===== config.mk =====
export PLATFORM = sky130hd
export DESIGN_NAME = executeStage
export DESIGN_NICKNAME = d
export VERILOG_FILES = /design/src/design/mipsPkg.sv /design/src/design/executeStage.sv
export SDC_FILE = /design/constraint.sdc
export NUM_CORES = 1
export LEC_CHECK = 0
export BUFFER_PORTS_ARGS = -buffer_cell sky130_fd_sc_hd__buf_2
export CORE_MARGIN = 3
export CORE_UTILIZATION = 45
export CTS_CLUSTER_SIZE = 30
export DETAILED_ROUTE_END_ITERATION = 16
export HOLD_SLACK_MARGIN = 0.06
export PLACE_DENSITY = 0.71
export RECOVER_POWER = 25
export SLEW_MARGIN = 40
export SYNTH_ARGS = -nofsm -noshare
export SYNTH_HDL_FRONTEND = slang
export SYNTH_SLANG_ARGS = --single-unit
export TNS_END_PERCENT = 50

===== constraint.sdc =====
create_clock -name clk -period 12.7 [get_ports clk]
set_input_delay 1.27 -clock clk [delete_from_list [all_inputs] [get_ports clk]]
set_output_delay 1.27 -clock clk [all_outputs]
set_load 0.03 [all_outputs]

===== src/design/mipsPkg.sv =====
package mipsPkg;

	////////////////////////////////////////
	// Widths and sizes
	////////////////////////////////////////
	localparam int dataWidth = 32;
	localparam int regAddrWidth = 5;
	// Data memory depth in words
	localparam int dmemDepth = 64;

	// Primary opcodes
	localparam logic [5:0] opRType = 6'h00;
	localparam logic [5:0] opAddi = 6'h08;
	localparam logic [5:0] opLw = 6'h23;
	localparam logic [5:0] opSw = 6'h2b;
	localparam logic [5:0] opBeq = 6'h04;

	// R-type function field
	localparam logic [5:0] fnAdd = 6'h20;
	localparam logic [5:0] fnSub = 6'h22;
	localparam logic [5:0] fnAnd = 6'h24;
	localparam logic [5:0] fnOr = 6'h25;
	localparam logic [5:0] fnSlt = 6'h2a;

	typedef enum logic [2:0] {aluAdd, aluSub, aluAnd, aluOr, aluSlt} aluOpT;

	////////////////////////////////////////
	// Pipeline register payloads
	////////////////////////////////////////
	// All zero means a bubble
	typedef struct packed {
		aluOpT aluOp;
		logic aluSrcImm;
		logic regDstRd;
		logic memRead;
		logic memWrite;
		logic memToReg;
		logic regWrite;
		logic branch;
	} ctrlT;

	typedef struct packed {
		logic [dataWidth-1:0] pcPlus4;
		logic [dataWidth-1:0] instruction;
	} ifIdT;

	// destReg already resolved between rt and rd
	typedef struct packed {
		ctrlT ctrl;
		logic [dataWidth-1:0] pcPlus4;
		logic [dataWidth-1:0] regA;
		logic [dataWidth-1:0] regB;
		logic [dataWidth-1:0] immExt;
		logic [regAddrWidth-1:0] rs;
		logic [regAddrWidth-1:0] rt;
		logic [regAddrWidth-1:0] destReg;
	} idExT;

	typedef struct packed {
		ctrlT ctrl;
		logic [dataWidth-1:0] aluResult;
		logic [dataWidth-1:0] storeData;
		logic [regAddrWidth-1:0] destReg;
	} exMemT;

	typedef struct packed {
		logic regWrite;
		logic memToReg;
		logic [dataWidth-1:0] aluResult;
		logic [dataWidth-1:0] loadData;
		logic [regAddrWidth-1:0] destReg;
	} memWbT;

	// Register write back to decode, also the late forwarding source
	typedef struct packed {
		logic en;
		logic [regAddrWidth-1:0] addr;
		logic [dataWidth-1:0] data;
	} wbT;

endpackage

===== src/design/executeStage.sv =====
`timescale 1ns/1ps

module executeStage (
	input logic clk,
	input logic rst,
	input mipsPkg::idExT idEx,
	input mipsPkg::wbT wb,
	output mipsPkg::exMemT exMemFwd,
	output logic branchTaken,
	output logic [mipsPkg::dataWidth-1:0] branchTarget
);

	logic [mipsPkg::dataWidth-1:0] opA;
	logic [mipsPkg::dataWidth-1:0] opB;
	logic [mipsPkg::dataWidth-1:0] srcB;
	logic [mipsPkg::dataWidth-1:0] aluResult;

	// Youngest producer first, then writeback, then the file value
	function automatic logic [mipsPkg::dataWidth-1:0] forward(
		input logic [mipsPkg::regAddrWidth-1:0] src,
		input logic [mipsPkg::dataWidth-1:0] fileVal);
		if (exMemFwd.ctrl.regWrite && (exMemFwd.destReg != '0) && (exMemFwd.destReg == src))
			return exMemFwd.aluResult;
		else if (wb.en && (wb.addr != '0) && (wb.addr == src))
			return wb.data;
		else
			return fileVal;
	endfunction

	////////////////////////////////////////
	// Operands and ALU
	////////////////////////////////////////
	always_comb
	begin
		opA = forward(idEx.rs, idEx.regA);
		opB = forward(idEx.rt, idEx.regB);
		srcB = idEx.ctrl.aluSrcImm ? idEx.immExt : opB;
		case (idEx.ctrl.aluOp)
			mipsPkg::aluAdd: aluResult = opA + srcB;
			mipsPkg::aluSub: aluResult = opA - srcB;
			mipsPkg::aluAnd: aluResult = opA & srcB;
			mipsPkg::aluOr: aluResult = opA | srcB;
			// Signed compare
			mipsPkg::aluSlt: aluResult = {31'b0, $signed(opA) < $signed(srcB)};
			default: aluResult = '0;
		endcase
	end

	// beq decision, one cycle since the next idEx is a bubble
	assign branchTaken = idEx.ctrl.branch && (opA == opB);
	assign branchTarget = idEx.pcPlus4 + {idEx.immExt[29:0], 2'b00};

	// EX/MEM register
	always_ff @(posedge clk)
	begin
		if (rst || branchTaken)
			exMemFwd.ctrl <= '0;
		else
			exMemFwd.ctrl <= idEx.ctrl;
		exMemFwd.aluResult <= aluResult;
		// Store data after forwarding
		exMemFwd.storeData <= opB;
		exMemFwd.destReg <= idEx.destReg;
	end

endmodule


# ---- Yosys cells after proc, flatten, opt, wreduce, memory -nomap -nowiden
# Index checks and enable logic that the tools add are counted.
# Widths: inputs -> output; s select.
dict set report totals {
  regBits 79
  input_bits 193
  out_inout_bits 112
  word_cells 43
}
dict set report op_classes {
  add_sub_neg 3
  order_cmp 1
  eq_ne 9
  muxes 6
  bitwise_logic 2
  n_reduce_logical 11
}
# op n
set op_table {}
lappend op_table {{$mux 32} 5}
lappend op_table {{$pmux 32 s5} 1}
lappend op_table {{$add 32x32->32} 2}
lappend op_table {{$and 32x32->32} 1}
lappend op_table {{$eq 32x32->1} 1}
lappend op_table {{$lt 32x32->1} 1}
lappend op_table {{$or 32x32->32} 1}
lappend op_table {{$sub 32x32->32} 1}
lappend op_table {{$eq 5x5->1} 4}
lappend op_table {{$reduce_bool 5->1} 2}
lappend op_table {{$logic_and 1x1->1} 7}
lappend op_table {{$eq 3x2->1 const B} 2}
lappend op_table {{$eq 3x1->1 const B} 1}
lappend op_table {{$eq 3x3->1 const B} 1}
lappend op_table {{$logic_not 3->1} 1}
lappend op_table {{$logic_or 1x1->1} 1}

# ---- Longest topological paths before layout
# Gate-level depths: netlist of run 1.
dict set report depth {
  depth_word 8
  mapped_depth 22
  depth_no_buf 18
}

# ---- Worst setup path after synthesis of run 1
# No wires, ideal clock.
dict set report synth_path {
  kind {input -> register}
  from {input port wb[33] (netlist name)}
  to {register exMemFwd[65] (netlist name)}
  setup_time_ns 0.074
  arrival_time_ns 5.804
  required_time_ns 12.626
  path_slack_ns 6.822
  path_stages 22
  path_buffers 5
  path_cell_list {or4_4 > o21a_1 > buf_6 > and3_1 > buf_6 > buf_12 > buf_6 > mux2i_1 > o21ai_0 > mux2_2 > ha_1 > clkbuf_1 > and4_1 > a221oi_1 > o31ai_1 > o21ai_0 > a31oi_1 > or2_2 > o31ai_1 > o21ai_0 > o31a_1 > a31oi_1}
}
dict set report synth_between {
  elab_chain_len 8
  elab_cells_between_ends 16
  classes_between {add/sub (2); eq/ne (2); mux (6); bitwise (2); reduce/logical (4)}
}
# item line_no
set synth_lines {}
lappend synth_lines {{start, declared} executeStage.sv:7} ;# input mipsPkg::wbT wb,
lappend synth_lines {{$reduce_bool 5->1} executeStage.sv:24} ;# else if (wb.en && (wb.addr != '0) && (wb.addr == src))
lappend synth_lines {{$logic_and 1x1->1} executeStage.sv:24}
lappend synth_lines {{$logic_and 1x1->1 (*)} executeStage.sv:24}
lappend synth_lines {{$mux 32 (*)} executeStage.sv:24}
lappend synth_lines {{$mux 32 (*)} executeStage.sv:22} ;# if (exMemFwd.ctrl.regWrite && (exMemFwd.destReg != '0) && (exMemFwd.destReg == src))
lappend synth_lines {{named net opB (one bit)} executeStage.sv:14} ;# logic [mipsPkg::dataWidth-1:0] opB;
lappend synth_lines {{$mux 32 (*)} executeStage.sv:37} ;# srcB = idEx.ctrl.aluSrcImm ? idEx.immExt : opB;
lappend synth_lines {{$sub 32x32->32 or $add 32x32->32 (tied branches)} {executeStage.sv:40, executeStage.sv:39}}
lappend synth_lines {{$pmux 32 s5 (*)} executeStage.sv:38} ;# case (idEx.ctrl.aluOp)
lappend synth_lines {{named net aluResult (one bit)} executeStage.sv:16} ;# logic [mipsPkg::dataWidth-1:0] aluResult;
lappend synth_lines {{end, declared} executeStage.sv:8} ;# output mipsPkg::exMemT exMemFwd,
# The timed path passes the listed nets; every way through them passes the cells marked *.
# A chain may end at the register's enable or synchronous reset.

# ---- Final worst setup path of run 1
dict set report layout_path {
  from {input port wb[34] (netlist name)}
  to {register exMemFwd[62] (netlist name)}
}
# The elaborated chain is that of the path after synthesis.

==> tab_implementation.tex, run 1 <==
\begin{tabular}{lr}
\hline
Metric & Value \\
\hline
\multicolumn{2}{l}{\textbf{STA}} \\
\quad Worst Skew & roughly 0.017 ns \\
\quad Final setup TNS & 0 ns \\
\quad Minimum clock period after layout & between 6 and 7 ns \\
\quad Period Utilization, post-route & 0.517 \\
\quad Max Clock Freq & $\sim$150 MHz \\
\quad Unrepaired setup endpoints after global routing & no \\
\quad Number of failing hold endpoints at the final stage & 0 \\
\quad Hold Slack & between 0.5 and 0.6 ns \\
\quad Transition time at the pin with the least slew margin & between 0.8 and 0.9 ns \\
\quad Setup violation total in the final timing report & 0 \\
\quad Max-slew violation count & 0 \\
\quad Worst-case headroom to the max-slew limit & 0.433 \\
\multicolumn{2}{l}{\textbf{Critical path}} \\
\quad Type of the worst setup path & in2reg \\
\quad Crit path launch & wb[34] \\
\quad Maximum fanout along the worst path & 22 \\
\quad Critical Path RT & about 13 ns \\
\quad Sort of element at the end of the critical path & flip-flop \\
\quad Worst path arrival time & just under 7 ns \\
\quad Reg-to-Reg Start & exMemFwd[1]\$\_DFF\_P\_ \\
\quad Crit start category & input pin \\
\multicolumn{2}{l}{\textbf{Logic synthesis}} \\
\quad Synthesized instance count & around 1,400 \\
\quad Mapped cell area & roughly 0.010 sq mm \\
\quad Number of enable-type register cells in the synthesized netlist & 0 \\
\quad Total nets after synthesis & $\sim$1,700 \\
\quad Mux share of post-synthesis cell area & 0.0826 \\
\quad Yosys warning count & 0 \\
\quad Total of flip-flops plus latches after synthesis & 79 \\
\quad Top cell types by occurrence after synthesis & 125 x sky130\_fd\_sc\_hd\_\_ha\_1, 111 x sky130\_fd\_sc\_hd\_\_inv\_1, 103 x sky130\_fd\_sc\_hd\_\_a21oi\_1, 103 x sky130\_fd\_sc\_hd\_\_nor2\_1, 103 x sky130\_fd\_sc\_hd\_\_o21ai\_0 \\
\quad Share of async-settable or async-resettable flops after synthesis & 0 \\
\quad Xor/xnor cell area share of the yosys netlist & 0.0835 \\
\quad Most used DFF post-synth & sky130\_fd\_sc\_hd\_\_dfxtp\_1 \\
\quad Most frequent cell after synthesis & sky130\_fd\_sc\_hd\_\_ha\_1 \\
\quad Dominant combinational cell family by area after synthesis & compound AO/OA/AOI/OAI gates \\
\quad Sequential fraction of the synthesis area & 0.151 \\
\quad Share of the synthesized area in the top cell type & 0.151 \\
\quad Simple-gate portion of the synthesized area & 0.175 \\
\quad Synth cell types & 77 \\
\quad Share of the synthesized area in compound gates (AO/OA/AOI/OAI) & 0.279 \\
\quad Leading area contributor after synthesis & sky130\_fd\_sc\_hd\_\_dfxtp\_1 \\
\quad Synth top area cells & sky130\_fd\_sc\_hd\_\_dfxtp\_1 15\%, sky130\_fd\_sc\_hd\_\_ha\_1 15\%, sky130\_fd\_sc\_hd\_\_xnor2\_1 6.4\%, sky130\_fd\_sc\_hd\_\_a21oi\_1 4.9\%, sky130\_fd\_sc\_hd\_\_o21ai\_0 4.9\% \\
\quad Post-synthesis share of cell area spent on full adders, half adders and majority gates & 0.155 \\
\quad Mean Syn Cell Area & between 7 and 8 sq um \\
\multicolumn{2}{l}{\textbf{Routing}} \\
\quad Vias after detailed routing & 11,904 \\
\quad First-pass iteration count of the detailed router & 6 \\
\quad DRC errors left & 0 \\
\quad Vias per inst & 6.08 \\
\quad Detailed Route Iter0 Violations & between 1,000 and 1,500 \\
\quad Post-Route WL & about 43,000 microns \\
\quad Post-detailed-route wirelength per cell & between 20 and 25 microns \\
\quad Final antenna-violating net count & 0 \\
\multicolumn{2}{l}{\textbf{Pwr}} \\
\quad Leakage dissipation & 0.00558 uW \\
\quad Switch Pwr & 568 uW \\
\quad Logic gate share of total power & 0.524 \\
\quad Max IR drop VDD & slightly above 0.06 mV \\
\quad Internal power component & $\sim$680 uW \\
\quad Clock power share & 0.233 \\
\quad Relative contribution of sequential cells to total power & 0.243 \\
\quad Switching share of total power & 0.455 \\
\quad Power per Cell Area & roughly 100 mW/mm\^{}2 \\
\multicolumn{2}{l}{\textbf{GRT}} \\
\quad Global-route wire length before repair & $\sim$62,000 microns \\
\quad Maximum number of pins on one net before global-route repair & 53 \\
\quad Overall fraction of global-route tracks in use & 0.317 \\
\quad Overflow left after global routing & 0 \\
\quad Antenna violations before repair & 1 \\
\quad Number of global-route vias before repair & roughly 11,000 \\
\multicolumn{2}{l}{\textbf{Clock network}} \\
\quad Post-cts resize count & 0 \\
\quad Clock-pin slew reported for the worst setup and hold paths after clock tree synthesis & $\sim$0.070 ns \\
\quad CTS HTree Levels & 3 \\
\quad Clk Latency, worst-skew pair & approximately 0.36 ns \\
\quad Root buffer cell & sky130\_fd\_sc\_hd\_\_clkbuf\_16 \\
\quad Buffers inserted during post-CTS setup optimization & 0 \\
\quad Sink count of the clock tree & between 70 and 80 \\
\quad Clock tree from TritonCTS & done \\
\quad Number of hold-repair buffers added at the cts stage & 0 \\
\quad TritonCTS buffer count & 9 \\
\quad Max Buffers Root-to-Sink & 2 \\
\multicolumn{2}{l}{\textbf{Cells and area}} \\
\quad Area occupied by registers & approximately 0.0016 sq mm \\
\quad Area added between synthesis and finish & 18.3\% \\
\quad Max reg flops & 79 \\
\quad Final layout net count & 1,963 \\
\quad Fraction of layout instances using a drive strength above 1 & 0.212 \\
\quad Regs by FF count & exMemFwd (79) \\
\quad Register bank with the most flops & exMemFwd \\
\quad Final-layout fill cell count & between 2,000 and 2,500 \\
\quad Area of the multi-input gates & a little over 0.008 sq mm \\
\multicolumn{2}{l}{\textbf{Die}} \\
\quad IO Count & 305 \\
\quad Total number of placement rows & 55 \\
\quad Vertical die dimension & about 160 microns \\
\quad Die Outline Area & 0.0252 sq mm \\
\quad Die extent in x & about 160 microns \\
\quad Initial core utilization & 0.460 \\
\quad Core area & 0.0228 sq mm \\
\multicolumn{2}{l}{\textbf{Status}} \\
\quad Run status & complete, no violations \\
\multicolumn{2}{l}{\textbf{Run}} \\
\quad Maximum Capacitance Violations & 0 \\
\multicolumn{2}{l}{\textbf{Worst hold path}} \\
\quad Hold Path Origin & exMemFwd[41]\$\_DFF\_P\_ \\
\quad Path type of the worst min-delay path & reg2reg \\
\multicolumn{2}{l}{\textbf{Place}} \\
\quad Number of I/O port buffers & 300 \\
\quad Placed wire-length estimate after detailed placement & about 35,000 microns \\
\quad Final GP Congestion & around 1.0 \\
\hline
\end{tabular}
cell families after synthesis:
| logic type | after synthesis |
|---|---|
| AO/OA/AOI/OAI | 444 |
| XOR/XNOR | 100 |
| adder cells (fa/ha/maj) | 128 |
| buffers and inverters | 189 |
| flip-flops | 79 |
| multiplexers | 79 |
| AND/OR/NAND/NOR | 377 |
through the flow:
| stage | worst slack, ns | total power, uW | cell area [sq um] | utilization | std cells |
|---|---|---|---|---|---|
| after CTS | 6.08 | 1240 | 12400 | 0.546 | 1956 |
| after global placement | 5.77 | 946 | 12100 | 0.532 | 1941 |
| after global routing | 5.87 | 1310 | 12400 | 0.544 | 1959 |
| after detailed placement | 5.74 | 948 | 12100 | 0.532 | 1942 |
| after floorplan | 6.82 | 748 | 10500 | - | 1396 |
| final | 6.13 | 1250 | 12400 | 0.544 | 1959 |
cell usage in the layout, fill, tap and decap left out, types with 21 or more instances in the layout:
cell type                  instances
sky130_fd_sc_hd__o21ai_0         100
sky130_fd_sc_hd__dfxtp_1          79
sky130_fd_sc_hd__mux2i_1          43
sky130_fd_sc_hd__nand2_1         102
sky130_fd_sc_hd__nand3_1          26
sky130_fd_sc_hd__inv_1           110
sky130_fd_sc_hd__clkbuf_1         43
sky130_fd_sc_hd__a31oi_1          36
sky130_fd_sc_hd__xnor2_1          77
sky130_fd_sc_hd__mux2_2           31
sky130_fd_sc_hd__ha_1            125
sky130_fd_sc_hd__a21o_1           27
sky130_fd_sc_hd__a21oi_1         103
sky130_fd_sc_hd__nor2_1          101
sky130_fd_sc_hd__xor2_1           23
sky130_fd_sc_hd__buf_2           258
sky130_fd_sc_hd__nand4_1          21
sky130_fd_sc_hd__o221ai_1         25
sky130_fd_sc_hd__nor3_1           36
routing by layer:
| layer | global-route usage | up-vias | wire [microns] |
|---|---|---|---|
| met5 | 0 | - | 0 |
| met4 | 0.0967 | 0 | 1130 |
| met3 | 0.0576 | 77 | 4200 |
| met2 | 0.514 | 635 | 19400 |
| met1 | 0.430 | 5637 | 17800 |
| li1 | - | 5555 | - |
worst max-delay path: stages:
cell,delay (ns)
sky130_fd_sc_hd__buf_2,0.13
sky130_fd_sc_hd__xnor2_1,0.29
sky130_fd_sc_hd__and2_1,0.43
sky130_fd_sc_hd__and3_2,0.25
sky130_fd_sc_hd__buf_4,0.42
sky130_fd_sc_hd__mux2i_1,0.24
sky130_fd_sc_hd__o21ai_0,0.18
sky130_fd_sc_hd__mux2_2,0.36
sky130_fd_sc_hd__ha_1,0.46
sky130_fd_sc_hd__or4_1,0.61
sky130_fd_sc_hd__nor3_1,0.35
sky130_fd_sc_hd__o2111ai_1,0.27
sky130_fd_sc_hd__nand3_1,0.27
sky130_fd_sc_hd__a22oi_1,0.20
sky130_fd_sc_hd__and3_1,0.25
sky130_fd_sc_hd__o41ai_1,0.43
sky130_fd_sc_hd__o22ai_1,0.14
sky130_fd_sc_hd__nor2_1,0.12
sky130_fd_sc_hd__o221ai_1,0.12
final timing paths:
check                         endpoint  slack, ns  cells after the start
hold reg to reg    exMemFwd[9]$_DFF_P_       0.55                      2
setup / recovery  exMemFwd[62]$_DFF_P_       6.13                     19
setup reg to reg  exMemFwd[62]$_DFF_P_       6.61                     17
hold / removal     exMemFwd[9]$_DFF_P_       0.55                      2
layout make-up:
cell class	instances	share of cell area
timing repair buffer	313	0.125
clock buffer	11	0.0196
antenna	1	0.000202
clock inverter	3	0.00555
tap	313	0.0316
inverter	111	0.0336
multi-input combinational	1128	0.657
sequential	79	0.128
power by group through the flow:
stage / sequential [uW] / clock (uW) / combinational, uW
2_1_floorplan: 347 / 0 / 401
3_3_place_gp: 307 / 0 / 639
3_5_place_dp: 307 / 0 / 642
4_1_cts: 301 / 292 / 645
5_1_grt: 305 / 300 / 707
6_report: 303 / 291 / 655
Power figures use the tool's default switching activity.
==> inputs of run 2 (changes only) <==
--- a/config.mk
+++ b/config.mk
@@ -11,7 +11,7 @@
 export CTS_CLUSTER_SIZE = 30
 export DETAILED_ROUTE_END_ITERATION = 16
 export HOLD_SLACK_MARGIN = 0.06
-export PLACE_DENSITY = 0.71
+export PLACE_DENSITY = 0.74
 export RECOVER_POWER = 25
 export SLEW_MARGIN = 40
 export SYNTH_ARGS = -nofsm -noshare
==> constraint.sdc (replaced) <==
create_clock -name clk -period 5.9 [get_ports clk]
set_input_delay 0.59 -clock clk [delete_from_list [all_inputs] [get_ports clk]]
set_output_delay 0.59 -clock clk [all_outputs]
set_load 0.03 [all_outputs]
==> run 2 against run 1 <==
Effect of this change:
- cell count grew 2.2%
- core utilization increased by 1.4 points
- clock power is 110% higher
- first-iteration DRC count is 5.1% higher
- largest power group unchanged
- global-route usage increased by 0.15 points
- power is 120% higher
- sequential share of layout area is 0.32 points lower
- final area is 2.5% higher
- sequential power is 120% higher
- clock skew is 0.00091 ns lower
- critical path depth down 1
- largest cell class unchanged
- via count up 1.3%
==> tab_implementation.tex, run 2 (same netlist as run 1, synthesis figures left out) <==
\begin{tabular}{lr}
\hline
Metric & Value \\
\hline
\multicolumn{2}{l}{\textbf{Clock network}} \\
\quad CTS HTree Levels & 3 \\
\quad TritonCTS buffer count & 9 \\
\quad Buffers inserted during post-CTS setup optimization & 0 \\
\quad Clock-pin slew reported for the worst setup and hold paths after clock tree synthesis & roughly 0.080 ns \\
\quad Clock tree from TritonCTS & done \\
\quad Clk Latency, worst-skew pair & between 0.3 and 0.4 ns \\
\quad Sink count of the clock tree & 79 \\
\quad Root buffer cell & sky130\_fd\_sc\_hd\_\_clkbuf\_16 \\
\quad Post-cts resize count & 0 \\
\quad Number of hold-repair buffers added at the cts stage & 0 \\
\quad Max Buffers Root-to-Sink & 2 \\
\multicolumn{2}{l}{\textbf{Place}} \\
\quad Number of I/O port buffers & 300 \\
\quad Placed wire-length estimate after detailed placement & $\sim$35,000 microns \\
\quad Final GP Congestion & 1.01 \\
\quad Worst-case setup slack after placement & between 0.2 and 0.25 ns \\
\multicolumn{2}{l}{\textbf{STA}} \\
\quad Final setup TNS & 0 ns \\
\quad Transition time at the pin with the least slew margin & around 0.9 ns \\
\quad Hold Slack & roughly 0.32 ns \\
\quad Max-slew violation count & 0 \\
\quad Worst-case headroom to the max-slew limit & 0.407 \\
\quad Final WS setup & approximately 0.33 ns \\
\quad Unrepaired setup endpoints after global routing & no \\
\quad Max Clock Freq & $\sim$180 MHz \\
\quad Period Utilization, post-route & 0.944 \\
\quad Number of failing hold endpoints at the final stage & 0 \\
\quad Minimum clock period after layout & roughly 5.6 ns \\
\quad Worst Skew & roughly 0.016 ns \\
\quad Setup violation total in the final timing report & 0 \\
\multicolumn{2}{l}{\textbf{Routing}} \\
\quad Top routing layer in use & met5 \\
\quad Routed met3 length & roughly 4500 microns \\
\quad Met1 wire length & 17,600 microns \\
\quad Vias after detailed routing & $\sim$12,000 \\
\quad Vias per inst & $\sim$6 \\
\quad Post-detailed-route wirelength per cell & approximately 21 microns \\
\quad Detailed Route Iter0 Violations & about 1,500 \\
\quad Final antenna-violating net count & 0 \\
\quad First-pass iteration count of the detailed router & 5 \\
\quad DRC errors left & 0 \\
\quad Post-Route WL & 42,900 microns \\
\quad Met2 routed wirelength & 19,200 microns \\
\multicolumn{2}{l}{\textbf{Die}} \\
\quad Die extent in x & roughly 160 microns \\
\quad Core area & $\sim$0.023 sq mm \\
\quad Initial core utilization & 0.460 \\
\quad IO Count & roughly 300 \\
\quad Die Outline Area & 0.0252 sq mm \\
\quad Total number of placement rows & between 50 and 60 \\
\quad Vertical die dimension & around 160 microns \\
\multicolumn{2}{l}{\textbf{GRT}} \\
\quad Maximum number of pins on one net before global-route repair & between 50 and 60 \\
\quad Global-route wire length before repair & roughly 63,000 microns \\
\quad Overflow left after global routing & 0 \\
\quad Overall fraction of global-route tracks in use & 0.319 \\
\quad Number of global-route vias before repair & 11,067 \\
\quad Antenna violations before repair & 1 \\
\multicolumn{2}{l}{\textbf{Run}} \\
\quad Maximum Capacitance Violations & 0 \\
\multicolumn{2}{l}{\textbf{Worst hold path}} \\
\quad Hold Path Origin & idEx[1] \\
\quad Hold depth & 1 \\
\quad Path type of the worst min-delay path & in2reg \\
\quad Capture endpoint of the worst hold path & exMemFwd[1]\$\_DFF\_P\_ \\
\multicolumn{2}{l}{\textbf{Cells and area}} \\
\quad Area of the multi-input gates & 0.00814 sq mm \\
\quad Max reg flops & 79 \\
\quad Fraction of layout instances using a drive strength above 1 & 0.234 \\
\quad Register bank with the most flops & exMemFwd \\
\quad Area occupied by registers & about 0.0016 sq mm \\
\quad Final layout net count & 2,005 \\
\quad Regs by FF count & exMemFwd (79) \\
\quad Number of inserted diodes & 0 \\
\quad Final-layout fill cell count & around 2,200 \\
\quad Area added between synthesis and finish & 21.3\% \\
\quad Most common cell after layout, fill and taps aside & sky130\_fd\_sc\_hd\_\_buf\_2 \\
\quad Commonest cells after routing, fill and taps aside & 260 x sky130\_fd\_sc\_hd\_\_buf\_2, 125 x sky130\_fd\_sc\_hd\_\_ha\_1, 110 x sky130\_fd\_sc\_hd\_\_inv\_1 \\
\multicolumn{2}{l}{\textbf{Critical path}} \\
\quad Type of the worst setup path & in2reg \\
\quad Depth of the worst register-to-register path & 17 \\
\quad Max stage delay cell, worst path & sky130\_fd\_sc\_hd\_\_or4\_4 \\
\quad Largest stage delay on the critical path & roughly 0.57 ns \\
\quad Reg-to-Reg Start & exMemFwd[1]\$\_DFF\_P\_ \\
\quad Gate family responsible for the most delay along the worst path & compound AO/OA/AOI/OAI gates \\
\quad Worst-case register-to-register setup slack & 0.50 ns \\
\quad Series of cell instances along the critical path & buf\_2 -> or4\_4 -> o21a\_1 -> and3\_2 -> mux2i\_1 -> o21ai\_0 -> mux2\_2 -> fa\_1 -> a21oi\_1 -> o31ai\_1 -> and3\_1 -> o21ai\_0 -> a31oi\_1 -> or2\_2 -> o31ai\_1 -> o21ai\_0 -> o31a\_1 -> a31oi\_1 \\
\quad Worst path arrival time & 5.86 ns \\
\quad Maximum fanout along the worst path & 14 \\
\quad End of the worst register-to-register path & exMemFwd[65]\$\_DFF\_P\_ \\
\quad Sort of element at the end of the critical path & flip-flop \\
\quad Crit start category & input pin \\
\quad Critical Path RT & 6.19 ns \\
\quad Worst path bufs/invs & 1 \\
\quad Cell occurring most often along the worst timing path & sky130\_fd\_sc\_hd\_\_o21ai\_0 \\
\multicolumn{2}{l}{\textbf{Status}} \\
\quad Run status & complete, no violations \\
\multicolumn{2}{l}{\textbf{Pwr}} \\
\quad Overall Power & roughly 2700 uW \\
\quad Max IR drop VDD & approximately 0.17 mV \\
\quad Power per Cell Area & $\sim$210 mW/mm\^{}2 \\
\quad Leakage dissipation & $\sim$0.0058 uW \\
\hline
\end{tabular}
==> run 2: area by class of cell <==
cell class	count	share of cell area
tap	313	0.0308
inverter	111	0.0328
timing repair buffer	355	0.148
sequential	79	0.124
multi-input combinational	1128	0.640
clock buffer	9	0.0177
clock inverter	7	0.00620
==> run 2: metal layers <==
metal | up-vias | global-route usage
met4 | 2 | 0.109
li1 | 5638 | -
met2 | 707 | 0.512
met5 | - | 0
met3 | 92 | 0.0541
met1 | 5624 | 0.433
==> run 2: report_power, final <==
part / leakage, uW / total (uW) / internal (uW) / switching, uW
Sequential: 0.000663 / 652 / 590 / 61.8
Combinational: 0.00497 / 1450 / 525 / 920
Clock: 0.000139 / 612 / 333 / 278
==> run 2: how the worst max path moves through the flow <==
stage               startpoint                    to  slack [ns]  cells past startpoint
CTS                     wb[33]  exMemFwd[65]$_DFF_P_        0.52                     18
detailed placement      wb[33]  exMemFwd[65]$_DFF_P_        0.25                     18
global placement        wb[33]  exMemFwd[65]$_DFF_P_        0.32                     18
global route            wb[33]  exMemFwd[65]$_DFF_P_        0.09                     18
floorplan               wb[33]  exMemFwd[65]$_DFF_P_        0.70                     22
finish                  wb[33]  exMemFwd[65]$_DFF_P_        0.33                     18
==> run 2: through the flow <==
stage	cell area [sq um]	utilization	std cells
after floorplan	10500	-	1396
after global placement	12500	0.547	1986
after detailed placement	12500	0.547	1986
after CTS	12800	0.560	2002
after global routing	12700	0.558	2002
final	12700	0.558	2002
==> inputs of run 3 (changes only) <==
--- a/config.mk
+++ b/config.mk
@@ -5,13 +5,14 @@
 export SDC_FILE = /design/constraint.sdc
 export NUM_CORES = 1
 export LEC_CHECK = 0
+export ABC_AREA = 1
 export BUFFER_PORTS_ARGS = -buffer_cell sky130_fd_sc_hd__buf_2
 export CORE_MARGIN = 3
 export CORE_UTILIZATION = 45
 export CTS_CLUSTER_SIZE = 30
 export DETAILED_ROUTE_END_ITERATION = 16
 export HOLD_SLACK_MARGIN = 0.06
-export PLACE_DENSITY = 0.74
+export PLACE_DENSITY = 0.69
 export RECOVER_POWER = 25
 export SLEW_MARGIN = 40
 export SYNTH_ARGS = -nofsm -noshare
==> constraint.sdc (replaced) <==
create_clock -name clk -period 6.3 [get_ports clk]
set_input_delay 0.63 -clock clk [delete_from_list [all_inputs] [get_ports clk]]
set_output_delay 0.63 -clock clk [all_outputs]
set_load 0.03 [all_outputs]
==> run 3 against run 2 <==
Effect of this change:
- non-clock buffer count shrank 32
- clock-buffer cell count grew 2
- clock skew shrank 0.0089 ns
- synthesized cell count grew 55%
- clock power grew 1%
- final area grew 12%
- sequential share of layout area shrank 1.3 points
- critical path depth grew 11
- routed wire length grew 29%
- critical endpoint is now exMemFwd[66]$_DFF_P_
- combinational power is essentially flat
- sequential power shrank 6.4%
==> tab_implementation.tex, run 3 <==
\begin{tabular}{lr}
\hline
Metric & Value \\
\hline
\multicolumn{2}{l}{\textbf{Clock network}} \\
\quad Clk Latency, worst-skew pair & around 0.36 ns \\
\quad Clock-pin slew reported for the worst setup and hold paths after clock tree synthesis & $\sim$0.070 ns \\
\quad Number of hold-repair buffers added at the cts stage & 0 \\
\quad Post-cts resize count & 0 \\
\quad Buffers inserted during post-CTS setup optimization & 0 \\
\quad Sink count of the clock tree & about 80 \\
\quad TritonCTS buffer count & 9 \\
\quad Max Buffers Root-to-Sink & 2 \\
\quad Root buffer cell & sky130\_fd\_sc\_hd\_\_clkbuf\_16 \\
\quad Clock tree from TritonCTS & done \\
\quad CTS HTree Levels & 3 \\
\multicolumn{2}{l}{\textbf{Logic synthesis}} \\
\quad Most used DFF post-synth & sky130\_fd\_sc\_hd\_\_dfxtp\_1 \\
\quad Mux share of post-synthesis cell area & 0 \\
\quad Post-synthesis share of cell area spent on full adders, half adders and majority gates & 0.133 \\
\quad Simple-gate portion of the synthesized area & 0.387 \\
\quad Sequential fraction of the synthesis area & 0.130 \\
\quad Dominant combinational cell family by area after synthesis & simple AND/OR/NAND/NOR gates \\
\quad Synth cell types & 50 \\
\quad Yosys warning count & 0 \\
\quad Leading area contributor after synthesis & sky130\_fd\_sc\_hd\_\_nand2\_1 \\
\quad Number of enable-type register cells in the synthesized netlist & 0 \\
\quad Total nets after synthesis & about 2,500 \\
\quad Share of the synthesized area in the top cell type & 0.190 \\
\quad Top cell types by occurrence after synthesis & 616 x sky130\_fd\_sc\_hd\_\_nand2\_1, 321 x sky130\_fd\_sc\_hd\_\_inv\_1, 198 x sky130\_fd\_sc\_hd\_\_nor2\_1, 169 x sky130\_fd\_sc\_hd\_\_a21oi\_1, 167 x sky130\_fd\_sc\_hd\_\_nand3\_1 \\
\quad Xor/xnor cell area share of the yosys netlist & 0.0310 \\
\quad Share of the synthesized area in compound gates (AO/OA/AOI/OAI) & 0.185 \\
\quad Total of flip-flops plus latches after synthesis & slightly below 80 \\
\quad Synthesized instance count & about 2,200 \\
\quad Share of async-settable or async-resettable flops after synthesis & 0 \\
\quad Synth top area cells & sky130\_fd\_sc\_hd\_\_nand2\_1 19\%, sky130\_fd\_sc\_hd\_\_dfxtp\_1 13\%, sky130\_fd\_sc\_hd\_\_ha\_1 13\%, sky130\_fd\_sc\_hd\_\_inv\_1 9.9\%, sky130\_fd\_sc\_hd\_\_a21oi\_1 7.0\% \\
\quad Most frequent cell after synthesis & sky130\_fd\_sc\_hd\_\_nand2\_1 \\
\quad Mapped cell area & 0.0122 sq mm \\
\quad Mean Syn Cell Area & 5.61 sq um \\
\multicolumn{2}{l}{\textbf{Die}} \\
\quad Initial core utilization & 0.463 \\
\quad Die extent in x & between 150 and 200 microns \\
\quad Die Outline Area & 0.0290 sq mm \\
\quad Total number of placement rows & 59 \\
\quad Vertical die dimension & around 170 microns \\
\quad Core area & $\sim$0.026 sq mm \\
\quad IO Count & 305 \\
\multicolumn{2}{l}{\textbf{Routing}} \\
\quad Detailed Route Iter0 Violations & roughly 2,500 \\
\quad Post-Route WL & $\sim$55,000 microns \\
\quad Vias per inst & about 5.7 \\
\quad DRC errors left & 0 \\
\quad First-pass iteration count of the detailed router & 8 \\
\quad Final antenna-violating net count & 0 \\
\quad Post-detailed-route wirelength per cell & between 15 and 20 microns \\
\quad Vias after detailed routing & roughly 16,000 \\
\multicolumn{2}{l}{\textbf{Critical path}} \\
\quad Cell occurring most often along the worst timing path & sky130\_fd\_sc\_hd\_\_nand2\_1 \\
\quad Crit start category & input pin \\
\quad Worst path arrival time & 5.41 ns \\
\quad End of the worst register-to-register path & exMemFwd[65]\$\_DFF\_P\_ \\
\quad Destination of the critical timing path & exMemFwd[66]\$\_DFF\_P\_ \\
\quad Largest stage delay on the critical path & between 0.5 and 0.6 ns \\
\quad Number of gates on the worst path with buffers counted & 29 \\
\quad Type of the worst setup path & in2reg \\
\quad Max stage delay cell, worst path & sky130\_fd\_sc\_hd\_\_nand3\_1 \\
\quad Worst-case register-to-register setup slack & 1.55 ns \\
\quad Critical Path RT & $\sim$6.5 ns \\
\quad Sort of element at the end of the critical path & flip-flop \\
\quad Maximum fanout along the worst path & 35 \\
\quad Depth of the worst register-to-register path & 23 \\
\quad Crit path launch & wb[32] \\
\quad Worst path bufs/invs & 6 \\
\quad Gate family responsible for the most delay along the worst path & simple AND/OR/NAND/NOR gates \\
\quad Reg-to-Reg Start & exMemFwd[1]\$\_DFF\_P\_ \\
\multicolumn{2}{l}{\textbf{GRT}} \\
\quad Antenna violations before repair & 0 \\
\quad Maximum number of pins on one net before global-route repair & between 60 and 70 \\
\quad Global-route wire length before repair & around 80,000 microns \\
\quad Number of global-route vias before repair & between 10,000 and 15,000 \\
\quad Overflow left after global routing & 0 \\
\quad Overall fraction of global-route tracks in use & 0.359 \\
\multicolumn{2}{l}{\textbf{STA}} \\
\quad Worst Skew & around 0.0069 ns \\
\quad Minimum clock period after layout & roughly 5.2 ns \\
\quad Max-slew violation count & 0 \\
\quad Period Utilization, post-route & 0.823 \\
\quad Unrepaired setup endpoints after global routing & no \\
\quad Max Clock Freq & 193 MHz \\
\quad Transition time at the pin with the least slew margin & approximately 0.84 ns \\
\quad Setup violation total in the final timing report & 0 \\
\quad Number of failing hold endpoints at the final stage & 0 \\
\quad Worst-case headroom to the max-slew limit & 0.436 \\
\quad Final setup TNS & 0 ns \\
\multicolumn{2}{l}{\textbf{Place}} \\
\quad Total cell area at the placement stage & roughly 0.014 sq mm \\
\quad Placed wire-length estimate after detailed placement & about 46,000 microns \\
\quad Number of I/O port buffers & 300 \\
\quad Final GP Congestion & 1.08 \\
\multicolumn{2}{l}{\textbf{Pwr}} \\
\quad Internal power component & $\sim$1300 uW \\
\quad Switching share of total power & 0.497 \\
\quad Leakage dissipation & approximately 0.0080 uW \\
\quad Max IR drop VDD & 0.126 mV \\
\quad Relative contribution of sequential cells to total power & 0.228 \\
\quad Logic gate share of total power & 0.540 \\
\quad Switch Pwr & between 1000 and 1500 uW \\
\quad Clock power share & 0.232 \\
\quad Power per Cell Area & 188 mW/mm\^{}2 \\
\multicolumn{2}{l}{\textbf{Cells and area}} \\
\quad Max reg flops & 79 \\
\quad Fraction of layout instances using a drive strength above 1 & 0.160 \\
\quad Number of inserted diodes & 0 \\
\quad Area occupied by registers & 0.00158 sq mm \\
\quad Commonest cells after routing, fill and taps aside & 616 x sky130\_fd\_sc\_hd\_\_nand2\_1, 321 x sky130\_fd\_sc\_hd\_\_inv\_1, 260 x sky130\_fd\_sc\_hd\_\_buf\_2 \\
\quad Most common cell after layout, fill and taps aside & sky130\_fd\_sc\_hd\_\_nand2\_1 \\
\quad Regs by FF count & exMemFwd (79) \\
\quad Area of the multi-input gates & between 0.008 and 0.009 sq mm \\
\quad Design Area, Final & 0.0142 sq mm \\
\quad Final-layout fill cell count & 2,842 \\
\quad Area added between synthesis and finish & 16.6\% \\
\quad Register bank with the most flops & exMemFwd \\
\quad Final layout net count & around 2,700 \\
\multicolumn{2}{l}{\textbf{Worst hold path}} \\
\quad Path type of the worst min-delay path & in2reg \\
\multicolumn{2}{l}{\textbf{Run}} \\
\quad Maximum Capacitance Violations & 0 \\
\multicolumn{2}{l}{\textbf{Status}} \\
\quad Run status & complete, no violations \\
\hline
\end{tabular}
run 3: area by class of cell:
cell class,count,area share
clock buffers,11,0.0178
clock inverters,3,0.00476
inverters,337,0.0892
multi-input cells,1677,0.633
flip-flops and latches,79,0.111
well taps,335,0.0295
repair buffers,323,0.114
run 3: logic make-up (layout without fill, tap and decap cells):
family	count (synthesis)	count (layout)
AND/OR/NAND/NOR	1110	1110
buffers and inverters	412	674
AO/OA/AOI/OAI	396	396
adder cells (fa/ha/maj)	128	128
flip-flops	79	79
XOR/XNOR	43	43
run 3: worst min-delay path by stage:
stage                               startpoint              endpoint  cells past startpoint
after floorplan           exMemFwd[67]$_DFF_P_  exMemFwd[35]$_DFF_P_                      2
after global placement    exMemFwd[64]$_DFF_P_  exMemFwd[32]$_DFF_P_                      2
after detailed placement  exMemFwd[64]$_DFF_P_  exMemFwd[32]$_DFF_P_                      2
after CTS                              idEx[0]   exMemFwd[0]$_DFF_P_                      1
after global routing                   idEx[0]   exMemFwd[0]$_DFF_P_                      1
final                                  idEx[0]   exMemFwd[0]$_DFF_P_                      1
run 3: worst register-to-register path, delay by kind of cell (launching register included):
family                     cells  cell delay [ns]
adders and majority gates      1             0.44
and+or+nand+nor               11             1.53
xor gates and xnor gates       1             0.15
DFF                            1             0.42
AOI/OAI and AO/OA              7             1.60
buffers and inverters          3             0.49
run 3: power groups by stage:
stage	sequential, uW	clock (uW)	combinational (uW)
finish	610	620	1440
global placement	617	0	1390
detailed placement	616	0	1400
global route	611	638	1560
floorplan	687	0	848
CTS	605	619	1410
run 3: metal layers:
metal,global-route usage,share of wire
met3,0.0862,0.13
met1,0.509,0.42
met4,0.152,0.047
met2,0.518,0.40
met5,0,0
run 3: metrics by stage:
| stage | cells | setup WS [ns] | util | power (uW) | hold slack, ns |
|---|---|---|---|---|---|
| 3_3_place_gp | 2751 | 1.20 | 0.530 | 2010 | 0.548 |
| 4_1_cts | 2765 | 1.34 | 0.542 | 2630 | 0.360 |
| 3_5_place_dp | 2751 | 0.992 | 0.530 | 2010 | 0.555 |
| 6_report | 2765 | 1.12 | 0.540 | 2670 | 0.368 |
| 2_1_floorplan | 2168 | 2.32 | - | 1540 | 0.618 |
| 5_1_grt | 2765 | 0.765 | 0.540 | 2810 | 0.360 |
